## src/fsp_geom_pkg.sv

```systemverilog
package fsp_geom_pkg;

  localparam int ROW_W     = 12;  // camera row bits
  localparam int COL_W     = 12;  // camera column bits
  localparam int FSP_WIDTH = 6;   // coefficients per footprint row
  localparam int FSP_ROW   = 1;   // row of this summer inside the footprint

  // index of a slot or of a column offset inside one footprint row
  localparam int OFS_W = $clog2(FSP_WIDTH);

  // trace row plus FSP_ROW, one extra bit so the top row does not wrap
  localparam int ADJ_ROW_W = ROW_W + 1;

  // configured column minus trace column, signed
  localparam int SOFS_W = COL_W + 1;

  typedef struct packed {
    logic [ROW_W-1:0] row;
    logic [COL_W-1:0] col;
  } pixel_coord_t;

endpackage

```

## src/fsp_data_pkg.sv

```systemverilog
package fsp_data_pkg;

  localparam int SAMPLE_W = 16;  // signed trace / coefficient
  localparam int ACC_W    = 32;  // signed sum, wraps mod 2^32

  typedef logic [SAMPLE_W-1:0] sample_t;

  // one value per footprint column
  typedef sample_t [fsp_geom_pkg::FSP_WIDTH-1:0] sample_row_t;

  typedef struct packed {
    logic [ACC_W-1:0] grn;
    logic [ACC_W-1:0] red;
  } color_pair_t;

  // one camera sample as it streams in
  typedef struct packed {
    fsp_geom_pkg::pixel_coord_t coord;
    sample_t                    grn_trace;
    sample_t                    red_trace;
    sample_row_t                grn_fsp;    // coefficient per column offset
    sample_row_t                red_fsp;
  } trace_sample_t;

  // operands handed to the adder tree, slot i pairs trace[i] with coef[i]
  typedef struct packed {
    color_pair_t init_value;
    sample_row_t grn_trace;
    sample_row_t grn_coef;
    sample_row_t red_trace;
    sample_row_t red_coef;
  } product_set_t;

  typedef enum logic [1:0] {
    FREE,        // waiting for init
    COLLECTING,  // classifying samples
    FINISHING,   // start cycle
    WAITING      // result held, waiting for release
  } capture_state_t;

endpackage

```

## src/row_result_hold.sv

```systemverilog
`timescale 1ns/1ps

module row_result_hold (
  input  logic                      CLK,
  input  logic                      RESET,
  input  logic                      sum_valid,
  input  fsp_data_pkg::color_pair_t sum,
  input  logic                      sum_ack,
  output logic                      done,
  output fsp_data_pkg::color_pair_t result,
  output logic                      release_pulse
);

  logic ack_taken;

  assign ack_taken = done && sum_ack;  // ack while idle is dropped

  always_ff @(posedge CLK) begin
    if (sum_valid) result <= sum;  // held until the next row
  end

  always_ff @(posedge CLK) begin
    if (RESET) begin
      done          <= 1'b0;
      release_pulse <= 1'b0;
    end else begin
      release_pulse <= ack_taken;  // frees the capture side
      if (sum_valid) begin
        done <= 1'b1;
      end else if (ack_taken) begin
        done <= 1'b0;
      end
    end
  end

endmodule

```

## config.mk

```make
export PLATFORM = sky130hd
export DESIGN_NAME = row_result_hold
export DESIGN_NICKNAME = d
export VERILOG_FILES = /design/src/fsp_geom_pkg.sv /design/src/fsp_data_pkg.sv /design/src/row_result_hold.sv
export SDC_FILE = /design/constraint.sdc
export NUM_CORES = 1
export LEC_CHECK = 0
export BUFFER_PORTS_ARGS = -buffer_cell sky130_fd_sc_hd__buf_4
export CAP_MARGIN = 20
export CORE_MARGIN = 2
export CORE_UTILIZATION = 46
export CTS_BUF_LIST = sky130_fd_sc_hd__clkbuf_4
export DETAILED_ROUTE_END_ITERATION = 10
export PLACE_DENSITY = 0.9
export SLEW_MARGIN = 20
export SYNTH_ARGS = -nofsm -noshare
export SYNTH_HDL_FRONTEND = slang
export SYNTH_SLANG_ARGS = --single-unit
```

## constraint.sdc

```tcl
create_clock -name CLK -period 1.68 [get_ports CLK]
set_clock_uncertainty 0.05 [all_clocks]
set_input_delay 0.252 -clock CLK [delete_from_list [all_inputs] [get_ports CLK]]
set_output_delay 0.252 -clock CLK [all_outputs]
set_load 0.03 [all_outputs]
```

==> results of run 1 <==
-- stage by stage --
| step | instances | area [µm²] | worst slack (ps) |
|---|---|---|---|
| floorplan | 71 | 1990 | 835 |
| global placement | 256 | 3090 | 563 |
| detailed placement | 256 | 3090 | 546 |
-- synthesized netlist by cell type (all sizes together) --
library cell | instances | share of area
nand2b | 1 | 0.0031
dfxtp | 2 | 0.020
edfxtp | 64 | 0.97
a21oi | 1 | 0.0044
nor2 | 1 | 0.0019
inv | 1 | 0.0019
nand2 | 1 | 0.0019
-- kinds of logic after synthesis --
logic type / after synthesis / share of synthesized area
flops: 66 / 0.987
compound gates: 1 / 0.00441
buf+inv: 1 / 0.00189
simple gates: 3 / 0.00692
==> results.py, run 1 <==
metrics = {
    "run_status": {
        "status": "stopped before the end",
        "stop_stage": "clock tree synthesis (4_1_cts)",
        "stop_error": "[ERROR DPL-0033] detailed placement checks failed during check placement.",
    },
    "clock_tree": {
        "cts_sinks": 66,
        "cts.repair.resized": 0,
        "hold_buffers": 65,
        "postCtsSetupBuffers": 0,
        "clockRootBuffer": "clkbuf_4",
        "cts_buffers": 9,
        "htreeDepth": 3,
        "cts_buffer_depth": 2,
    },
    "placed_design": {
        "place.gp.congestion": 0.705,
        "io_buffers": 133,
        "dpl.hpwl_um": 3300,
    },
    "logic_synthesis": {
        "ys_ff_latch": 66,
        "yosysWarnings": 0,
        "synth_nets": 139,
        "syn_inst": 71,
        "syn_avg_cell_area_um2": 28.0,
        "synth_area_mm2": 0.00199,
        "yosysSeqAreaShare": 0.987,
        "synth_cell_types": 7,
    },
    "floorplanning": {
        "die_x_um": 69.7,
        "initial_core_util": 0.487,
        "rows": 23,
        "die_h_um": 69.7,
        "io_pins": 134,
    },
}
==> run 2, diff against run 1 <==
CORE_UTILIZATION = 40   (was 46)
CTS_BUF_LIST = default   (was sky130_fd_sc_hd__clkbuf_4)
PLACE_DENSITY = default   (was 0.9)
PLACE_DENSITY_LB_ADDON = 0.15   (was default)
==> results.py, run 2 <==
metrics = {
    "pwr": {
        "leakagePower_nw": 1.40,
        "ir_drop_mv": 0.783,
        "powerDensity_mw_per_mm2": 1150,
    },
    "grt": {
        "grt_pass1_wl_um": 5650,
        "first_global_vias": 1212,
        "antenna_found_initial": 0,
        "track_usage": 0.147,
        "grt_max_degree": 34,
        "gr-total-overflow": 0,
    },
    "logic_synthesis": {
        "yosys-top-cells-count": "64 x edfxtp_1, 2 x dfxtp_1",
        "ys_ff_latch": 66,
        "yosysWarnings": 0,
        "synth_edf_count": 64,
        "synth_most_common_cell": "edfxtp_1",
        "syn_inst": 71,
        "synth_cell_types": 7,
        "syn_avg_cell_area_um2": 28.0,
        "synth_nets": 139,
        "synth_top_area_cell": "edfxtp_1",
        "synth_flop_cell": "edfxtp_1",
        "synthArstFlopShare": 0,
        "ys_top_cells_by_area": "edfxtp_1 97%, dfxtp_1 2.0%, a21oi_2 0.44%, nand2b_1 0.31%, inv_1 0.19%",
        "synth_top_area_share": 0.967,
        "yosysSeqAreaShare": 0.987,
        "synth_area_mm2": 0.00199,
    },
    "detailed_routing": {
        "ant_nets": 0,
        "viasPerCell": 4.25,
        "wl_per_cell_um": 14.0,
        "drc": 0,
        "vias": 1228,
        "drt_first_pass_iters": 4,
        "wl_um": 4050,
        "dr.first_iter.drc_count": 69,
    },
    "hold_path": {
        "hold_class": "in2reg",
        "holdPathStages": 2,
    },
    "timing": {
        "finalMaxSlewViolations": 0,
        "min_period_over_period": 0.705,
        "max-slew-margin-rel": 0.733,
        "finalCriticalPeriod_ps": 1180,
        "hold_viol": 0,
        "fin_setup_tns_ps": 0,
        "fin_hold_ws_ps": 42.9,
        "tightest_slew_ps": 401,
        "setup_viol": 0,
        "rsz0062_at_grt": "no",
        "fmax_mhz": 844,
    },
    "floorplanning": {
        "initial_core_util": 0.418,
        "rows": 25,
        "io_pins": 134,
        "die_x_um": 74.5,
        "die_h_um": 74.5,
        "core-area_mm2": 0.00475,
        "dieArea_mm2": 0.00555,
    },
    "clock_tree": {
        "cts.repair.resized": 0,
        "postCtsSetupBuffers": 0,
        "cts_buffer_depth": 2,
        "cts_tree": "yes",
        "cts_buffers": 9,
        "clkTransAtPathRegs_ps": 60,
        "hold_buffers": 0,
        "clockRootBuffer": "clkbuf_8",
        "clkLatencyLatePin_ps": 310,
        "cts_sinks": 66,
        "htreeDepth": 3,
    },
    "critical_path": {
        "cp.buffers_inverters": 1,
        "reg2regPathDepth": 2,
        "path_cells": "buf_4",
        "slowest_stage": "edfxtp_1",
        "end_kind": "output pin",
        "critPathMaxFanout": 1,
        "slowest_delay_ps": 390,
        "worstPathArrival_ps": 880,
        "startpoint_type": "flop",
        "path_delay_family": "flip-flops",
        "path_depth": 1,
        "cp.required_ps": 1380,
        "crit_type": "reg2out",
    },
    "cells_and_area": {
        "n_antenna_cell": 0,
        "fin_nets": 285,
        "layout-drive-gt1-share": 0.662,
        "area_delta_synth_final_pct": 64.8,
        "largest_register": "result",
        "mostFrequentLayoutCells": "134 x buf_4, 64 x edfxtp_1, 9 x clkbuf_8, 3 x clkbuf_1",
        "final_cells": 289,
        "reg_top3": "result x64, done x1, release_pulse x1",
        "layout_commonest_cell": "buf_4",
        "largest_register_ffs": 64,
    },
    "placed_design": {
        "dp_cells": 273,
        "io_buffers": 133,
        "place.gp.congestion": 0.675,
        "dpl.hpwl_um": 3030,
    },
    "run_status": {
        "status": "finished, final reports clean",
    },
    "job": {
        "cap_violations": 0,
    },
}
run 2: path summary, 6_finish.rpt:
| check | start | to | slack, ps |
|---|---|---|---|
| min | RESET | done | 40 |
| max reg2reg | done | done | 1030 |
| max | result[23] | result[23] | 500 |
| min reg2reg | done | release_pulse | 420 |
run 2: stage by stage:
stage / util / total power [W] / cell area [µm²] / setup slack [ps]
floorplan: - / 0.00229 / 1990 / 835
global placement: 0.652 / 0.00262 / 3100 / 581
detailed placement: 0.652 / 0.00263 / 3100 / 544
CTS: 0.689 / 0.00384 / 3280 / 469
global route: 0.689 / 0.00393 / 3280 / 444
finish: 0.689 / 0.00378 / 3280 / 496
run 2: area by class of cell:
class,instances,area [µm²]
clock buffer,12,135
multi-input combinational,4,22.5
timing repair buffer,135,1030
sequential,66,1960
inverter,1,3.75
tap,67,83.8
clock inverter,4,42.5
fill,346,1480
run 2: routing by layer:
layer	track usage	up-vias	part of all wire
li1	-	576	-
met1	0.141	562	0.35
met2	0.241	84	0.52
met3	0.0786	6	0.12
met4	0.101	0	0.015
met5	0	-	0
run 2: power by group:
group	switching, W	internal [W]	leakage [nW]
logic	0.000352	0.000254	0.666
clock network	0.000511	0.000675	0.0894
registers	0.0000355	0.00195	0.643
total	0.000898	0.00288	1.40
run 2: cells by family (layout without fill, tap and decap cells):
logic type | count (synthesis) | count (layout) | share of synthesized area
AO/OA/AOI/OAI | 1 | 1 | 0.00441
buffers and inverters | 1 | 152 | 0.00189
flip-flops | 66 | 66 | 0.987
AND/OR/NAND/NOR | 3 | 3 | 0.00692
Note: power is estimated with default switching activity, not from simulation.
