File: config.mk
export PLATFORM = sky130hd
export DESIGN_NAME = trace_window_capture
export DESIGN_NICKNAME = d
export VERILOG_FILES = /design/src/fsp_geom_pkg.sv /design/src/fsp_data_pkg.sv /design/src/trace_window_capture.sv
export SDC_FILE = /design/constraint.sdc
export NUM_CORES = 1
export LEC_CHECK = 0
export BUFFER_PORTS_ARGS = -buffer_cell sky130_fd_sc_hd__buf_2
export CORE_AREA = 3 3 304 306
export CTS_CLUSTER_SIZE = 10
export DETAILED_ROUTE_END_ITERATION = 8
export DIE_AREA = 0 0 307 309
export PLACE_DENSITY = 0.55
export SLEW_MARGIN = 20
export SYNTH_ARGS = -nofsm -noshare
export SYNTH_HDL_FRONTEND = slang
export SYNTH_SLANG_ARGS = --single-unit
File: constraint.sdc
create_clock -name CLK -period 3 [get_ports CLK]
set_input_delay 0.6 -clock CLK [delete_from_list [all_inputs] [get_ports CLK]]
set_output_delay 0.6 -clock CLK [all_outputs]
set_load 0.02 [all_outputs]
File: src/fsp_geom_pkg.sv
package fsp_geom_pkg;

  localparam int ROW_W     = 12;  // camera row bits
  localparam int COL_W     = 12;  // camera column bits
  localparam int FSP_WIDTH = 6;   // coefficients per footprint row
  localparam int FSP_ROW   = 1;   // row of this summer inside the footprint

  // index of a slot or of a column offset inside one footprint row
  localparam int OFS_W = $clog2(FSP_WIDTH);

  // trace row plus FSP_ROW, one extra bit so the top row does not wrap
  localparam int ADJ_ROW_W = ROW_W + 1;

  // configured column minus trace column, signed
  localparam int SOFS_W = COL_W + 1;

  typedef struct packed {
    logic [ROW_W-1:0] row;
    logic [COL_W-1:0] col;
  } pixel_coord_t;

endpackage

File: src/fsp_data_pkg.sv
package fsp_data_pkg;

  localparam int SAMPLE_W = 16;  // signed trace / coefficient
  localparam int ACC_W    = 32;  // signed sum, wraps mod 2^32

  typedef logic [SAMPLE_W-1:0] sample_t;

  // one value per footprint column
  typedef sample_t [fsp_geom_pkg::FSP_WIDTH-1:0] sample_row_t;

  typedef struct packed {
    logic [ACC_W-1:0] grn;
    logic [ACC_W-1:0] red;
  } color_pair_t;

  // one camera sample as it streams in
  typedef struct packed {
    fsp_geom_pkg::pixel_coord_t coord;
    sample_t                    grn_trace;
    sample_t                    red_trace;
    sample_row_t                grn_fsp;    // coefficient per column offset
    sample_row_t                red_fsp;
  } trace_sample_t;

  // operands handed to the adder tree, slot i pairs trace[i] with coef[i]
  typedef struct packed {
    color_pair_t init_value;
    sample_row_t grn_trace;
    sample_row_t grn_coef;
    sample_row_t red_trace;
    sample_row_t red_coef;
  } product_set_t;

  typedef enum logic [1:0] {
    FREE,        // waiting for init
    COLLECTING,  // classifying samples
    FINISHING,   // start cycle
    WAITING      // result held, waiting for release
  } capture_state_t;

endpackage

File: src/trace_window_capture.sv
`timescale 1ns/1ps

module trace_window_capture (
  input  logic                        CLK,
  input  logic                        RESET,
  input  logic                        init,
  input  fsp_geom_pkg::pixel_coord_t  config_coord,
  input  fsp_data_pkg::color_pair_t   config_initial,
  input  logic                        trace_valid,
  input  fsp_data_pkg::trace_sample_t trace,
  input  logic                        release_pulse,
  output logic                        available,
  output logic                        start,
  output fsp_data_pkg::product_set_t  products_in
);

  fsp_data_pkg::capture_state_t state;
  fsp_geom_pkg::pixel_coord_t   target;
  fsp_data_pkg::color_pair_t    init_value;
  fsp_data_pkg::trace_sample_t  trace_d;
  logic                         trace_valid_d;
  logic [fsp_geom_pkg::ADJ_ROW_W-1:0]     adj_row;
  logic signed [fsp_geom_pkg::SOFS_W-1:0] col_ofs;
  logic [fsp_geom_pkg::ADJ_ROW_W-1:0]     target_row;
  logic [fsp_geom_pkg::OFS_W-1:0]         n_stored;
  logic [fsp_geom_pkg::OFS_W-1:0]         fsp_idx;
  fsp_data_pkg::sample_row_t    grn_trace_s;
  fsp_data_pkg::sample_row_t    grn_coef_s;
  fsp_data_pkg::sample_row_t    red_trace_s;
  fsp_data_pkg::sample_row_t    red_coef_s;
  logic                         take_init;
  logic                         rows_equal;
  logic                         is_before;
  logic                         is_overlap;

  assign take_init = (state == fsp_data_pkg::FREE) && init;
  assign available = state == fsp_data_pkg::FREE;
  assign start     = state == fsp_data_pkg::FINISHING;  // one cycle per request

  // pixel target and start value of the sum
  always_ff @(posedge CLK) begin
    if (take_init) begin
      target     <= config_coord;
      init_value <= config_initial;
    end
  end

  // registered copy of the sample, classified on the next cycle
  always_ff @(posedge CLK) begin
    trace_d <= trace;
    adj_row <= {1'b0, trace.coord.row} + fsp_geom_pkg::ADJ_ROW_W'(fsp_geom_pkg::FSP_ROW);
    col_ofs <= $signed({1'b0, target.col}) - $signed({1'b0, trace.coord.col});
  end

  always_ff @(posedge CLK) begin
    if (RESET) begin
      trace_valid_d <= 1'b0;
    end else begin
      trace_valid_d <= trace_valid;
    end
  end

  assign target_row = {1'b0, target.row};
  assign rows_equal = adj_row == target_row;
  assign is_before  = (adj_row < target_row)
                    || (rows_equal && col_ofs >= fsp_geom_pkg::FSP_WIDTH);
  assign is_overlap = rows_equal && col_ofs >= 0 && col_ofs < fsp_geom_pkg::FSP_WIDTH;
  assign fsp_idx    = col_ofs[fsp_geom_pkg::OFS_W-1:0];  // only used on overlap

  always_ff @(posedge CLK) begin
    if (RESET) begin
      state       <= fsp_data_pkg::FREE;
      n_stored    <= '0;
      grn_trace_s <= '0;  // zero slots give a zero product
      grn_coef_s  <= '0;
      red_trace_s <= '0;
      red_coef_s  <= '0;
    end else begin
      case (state)
        fsp_data_pkg::FREE: begin
          if (take_init) state <= fsp_data_pkg::COLLECTING;
        end
        fsp_data_pkg::COLLECTING: begin
          if (trace_valid_d && !is_before) begin
            if (is_overlap) begin
              grn_trace_s[n_stored] <= trace_d.grn_trace;
              grn_coef_s[n_stored]  <= trace_d.grn_fsp[fsp_idx];
              red_trace_s[n_stored] <= trace_d.red_trace;
              red_coef_s[n_stored]  <= trace_d.red_fsp[fsp_idx];
              n_stored              <= n_stored + 1'b1;
              if (n_stored == fsp_geom_pkg::OFS_W'(fsp_geom_pkg::FSP_WIDTH - 1)) begin
                state <= fsp_data_pkg::FINISHING;  // all slots full
              end
            end else begin
              state <= fsp_data_pkg::FINISHING;  // after sample closes the row
            end
          end
        end
        fsp_data_pkg::FINISHING: begin
          state <= fsp_data_pkg::WAITING;
        end
        fsp_data_pkg::WAITING: begin
          if (release_pulse) begin
            n_stored    <= '0;
            grn_trace_s <= '0;
            grn_coef_s  <= '0;
            red_trace_s <= '0;
            red_coef_s  <= '0;
            state       <= fsp_data_pkg::FREE;
          end
        end
        default: state <= fsp_data_pkg::FREE;
      endcase
    end
  end

  assign products_in = '{init_value: init_value,
                         grn_trace:  grn_trace_s,
                         grn_coef:   grn_coef_s,
                         red_trace:  red_trace_s,
                         red_coef:   red_coef_s};

endmodule

==> out/metrics.cfg <==
[final_layout]
final-instance-count-excl-fill=4172
postLayoutCellArea_um2=36100
areaGrowthSynthToFinish_pct=38.6
final_net_count=3316
share_of_the_core_filled_with_cells_in_the_final_layout=0.402
drive_gt1_frac=0.427

[cts]
cts_buffer_depth=3
clock_sinks=728
clock_buffer_count_from_cts=87
cts_tree=yes
cts-htree-levels=3
path_clk_slew_ns=0.05
root_buffer=sky130_fd_sc_hd__clkbuf_16
worstSkewPairLatency_ns=0.65

[yosys]
synth.top_cell.area_share=0.491
synth-edff-count=88
syn-num-nets=2484
yosysUniqueCellTypes=55
syn_avg_cell_area_um2=12.4
synthDominantAreaCellType=sky130_fd_sc_hd__dfxtp_1
netlist_area_um2=26100
asyncSetResetFlopFracSynth=0
ys_top_cells_by_area=sky130_fd_sc_hd__dfxtp_1, sky130_fd_sc_hd__edfxtp_1, sky130_fd_sc_hd__a2111oi_0
synth_cells=2111
ys_warn_count=0
synth_seq_area_share=0.593
ys_ff_latch=728
postSynth.topFlopCell=sky130_fd_sc_hd__dfxtp_1

[detailed_routing]
firstDrtPassIters=5
avgRoutedWirePerCell_um=25.4
ant_nets=0
dr.first_iter.drc_count=1637
vias_per_cell=5.26
final_wirelength_um=106000
vias=21951
detail_route.drc_violations=0

[floorplanning]
effective_utilization_at_floorplan=0.290
die_x_um=307
io_pins=791
core_area_um2=89900
die-area_um2=94900
die_h_um=309
number_of_core_rows=110

[place]
dpl.hpwl_um=73400
dp_slack_ns=-0.642
gp_congestion=0.791
io_buffer_count=790
placement.cell_area_um2=31500
placed_cells=3951

[sta]
setup_total_negative_slack_ns=-98.56
period_minus_slack_ns=3.33
tightest_slew_ns=1.31
final_max_slew_viol_count=0
timing_hold_violations_final=0
slew_headroom=0.128
fmax_mhz=300
final_min_period_over_clock_period=1.11
clock_skew_ns=0.0165
grt_setup_unrepaired=yes
setup_violations=385
fin_ws_ns=-0.331

[critical_path]
start_kind=flop
crit_path_end_kind=flop
cp_common_cell=sky130_fd_sc_hd__or4_4
critical-path-max-stage-delay_ns=0.50
critPathRequiredTime_ns=3.54
cp_data_arrival_time_ns=3.88
crit_path_top_delay_cell=sky130_fd_sc_hd__or4_4
crit_chain=inv_1 -> ha_1 -> nand4b_1 -> or4_4 -> or4_4 -> a311o_2 -> a211o_4 -> clkbuf_16 -> a31o_2
critical_path.max_fanout=11
type_of_the_worst_setup_path=flop to flop

[global_routing]
overflow=0
number_of_global_route_vias_before_repair=22049
grt_max_degree=161
grt_util_all_layers=0.209
number_of_antenna_violations_at_the_first_check_in_global_routing=21
grt_pass1_wl_um=148000

[run]
maxCapViolations=0

[power_and_ir_drop]
leakage_nw=14.7
power_per_cell_area_nw_per_um2=786
irDropWorstVdd_uv=1040

[status]
violations=setup timing
status=finished, violations left

[min_path]
hold_path_class=input pin to flop

[state kept, by name (all words and copies together) (netlist names)]
name           cells
col_ofs           13
trace_valid_d      1
products_in      448
target            24
n_stored           3
adj_row           13
state              2
trace_d          224
[Yosys cell counts, types with 3 or more instances]
cell type / instances
sky130_fd_sc_hd__clkbuf_1: 182
sky130_fd_sc_hd__nand3b_1: 3
sky130_fd_sc_hd__a22oi_1: 32
sky130_fd_sc_hd__edfxtp_1: 88
sky130_fd_sc_hd__and2_1: 3
sky130_fd_sc_hd__a31o_2: 10
sky130_fd_sc_hd__nor3_1: 8
sky130_fd_sc_hd__a211o_1: 7
sky130_fd_sc_hd__a31o_1: 247
sky130_fd_sc_hd__o21a_1: 4
sky130_fd_sc_hd__mux4_2: 32
sky130_fd_sc_hd__o21ai_0: 5
sky130_fd_sc_hd__a2111oi_2: 10
sky130_fd_sc_hd__nand4_1: 3
sky130_fd_sc_hd__or4_1: 4
sky130_fd_sc_hd__a211oi_1: 3
sky130_fd_sc_hd__xor2_1: 3
sky130_fd_sc_hd__or3_1: 34
sky130_fd_sc_hd__xnor2_1: 16
sky130_fd_sc_hd__nand2_1: 75
sky130_fd_sc_hd__mux2_2: 32
sky130_fd_sc_hd__buf_6: 52
sky130_fd_sc_hd__o22ai_1: 34
sky130_fd_sc_hd__buf_1: 3
sky130_fd_sc_hd__nor2_1: 51
sky130_fd_sc_hd__dfxtp_1: 640
sky130_fd_sc_hd__nand3_1: 13
sky130_fd_sc_hd__buf_2: 3
sky130_fd_sc_hd__a21oi_1: 14
sky130_fd_sc_hd__o211ai_1: 3
sky130_fd_sc_hd__inv_1: 84
sky130_fd_sc_hd__ha_1: 31
sky130_fd_sc_hd__a2111oi_0: 248
sky130_fd_sc_hd__o32ai_1: 31
sky130_fd_sc_hd__buf_4: 3
sky130_fd_sc_hd__nor2b_1: 4
sky130_fd_sc_hd__a21o_1: 3
sky130_fd_sc_hd__a32o_1: 64
sky130_fd_sc_hd__and3_1: 8
[report_power, final]
| group | internal [mW] | total [mW] | leakage, nW | switching [mW] |
|---|---|---|---|---|
| clock | 5.50 | 9.55 | 1.22 | 4.05 |
| combinational | 2.41 | 7.73 | 7.35 | 5.32 |
| sequential | 10.7 | 11.1 | 6.09 | 0.368 |
| total | 18.7 | 28.4 | 14.7 | 9.73 |
[final timing paths]
check	startpoint	to	slack, ns	depth (start not counted)
worst max register to register	target[23]$_DFFE_PP_	products_in[175]$_SDFFE_PP0P_	-0.33	9
worst max-delay path	target[23]$_DFFE_PP_	products_in[175]$_SDFFE_PP0P_	-0.33	9
worst min-delay path	trace[207]	trace_d[207]$_DFF_P_	0.05	1
worst min register to register	products_in[142]$_SDFFE_PP0P_	products_in[142]$_SDFFE_PP0P_	0.47	2
[layout make-up]
cell class	count	area (um2)
Antenna cell	13	32.5
Clock buffer	117	2380
Clock inverter	12	128
Fill cell	8813	53700
Inverter	84	318
Multi-Input combinational cell	1057	10200
Sequential cell	728	15500
Tap cell	1176	1470
Timing Repair Buffer	985	6190
[cell usage in the layout, fill, tap and decap left out, types with 6 or more instances in the layout]
cell                            synthesis  final
sky130_fd_sc_hd__nor3_1                 8      7
sky130_fd_sc_hd__a31o_1               247    247
sky130_fd_sc_hd__a21oi_1               14     12
sky130_fd_sc_hd__buf_12                 0     27
sky130_fd_sc_hd__clkbuf_8               0      7
sky130_fd_sc_hd__xnor2_1               16     16
sky130_fd_sc_hd__inv_1                 84     82
sky130_fd_sc_hd__a2111oi_4              0      9
sky130_fd_sc_hd__and3_1                 8      6
sky130_fd_sc_hd__buf_6                 52      9
sky130_fd_sc_hd__clkbuf_1             182     22
sky130_fd_sc_hd__a2111oi_0            248     59
sky130_fd_sc_hd__or3_1                 34     33
sky130_fd_sc_hd__edfxtp_1              88     88
sky130_fd_sc_hd__nand3_1               13     12
sky130_fd_sc_hd__buf_2                  3    789
sky130_fd_sc_hd__a2111oi_2             10    126
sky130_fd_sc_hd__clkbuf_16              0     94
sky130_fd_sc_hd__a32o_1                64     64
sky130_fd_sc_hd__ha_1                  31     25
sky130_fd_sc_hd__a22oi_1               32     32
sky130_fd_sc_hd__dlygate4sd3_1          0     61
sky130_fd_sc_hd__nor2_1                51     49
sky130_fd_sc_hd__nand2_1               75     75
sky130_fd_sc_hd__o32ai_1               31     30
sky130_fd_sc_hd__dfxtp_1              640    638
sky130_fd_sc_hd__buf_4                  3     86
sky130_fd_sc_hd__o22ai_1               34     34
sky130_fd_sc_hd__mux2_2                32     32
sky130_fd_sc_hd__a31o_2                10     10
sky130_fd_sc_hd__a2111oi_1              0     64
sky130_fd_sc_hd__diode_2                0     13
sky130_fd_sc_hd__mux4_2                32     32
[timing repair]
action | 4_1_cts | 5_1_grt
gates cloned | 5 | 8
pin swaps | 4 | 56
setup buffers | 1 | 4
hold buffers | 61 | 0
endpoints found under the setup margin | 385 | 385
gates resized for setup | 168 | 182
hold endpoints to repair | 61 | 0
[logic make-up (layout without fill, tap and decap cells)]
group / after synthesis / count (layout) / synth area share
flops: 728 / 728 / 0.593
compound gates: 726 / 727 / 0.242
buf+inv: 327 / 1198 / 0.0626
simple gates: 214 / 214 / 0.0391
mux: 65 / 65 / 0.0418
fa+ha+maj: 32 / 32 / 0.0156
xor+xnor: 19 / 19 / 0.00638
other cells: 0 / 13 / 0
[worst max-delay path, delay by kind of cell, from the launching register on]
kind	cells	cell delay (ns)
AO/OA/AOI/OAI	3	1.19
adder cells (fa/ha/maj)	1	0.29
buffers and inverters	2	0.27
flip-flops	1	0.32
AND/OR/NAND/NOR	3	1.16
[routing by layer]
layer	up-vias	wire length (um)	GRT usage
li1	10028	-	-
met1	10862	43000	0.253
met2	862	51600	0.351
met3	193	7740	0.0616
met4	6	3700	0.0785
met5	-	31	0
[stage by stage]
stage	hold WS, ns	power, mW
after floorplan	0.450	15.1
after global placement	0.451	17.9
after detailed placement	0.456	17.9
after CTS	0.000656	28.0
after global routing	0.00778	29.6
final	0.0493	28.4
Note: power is estimated with default switching activity, not from simulation.
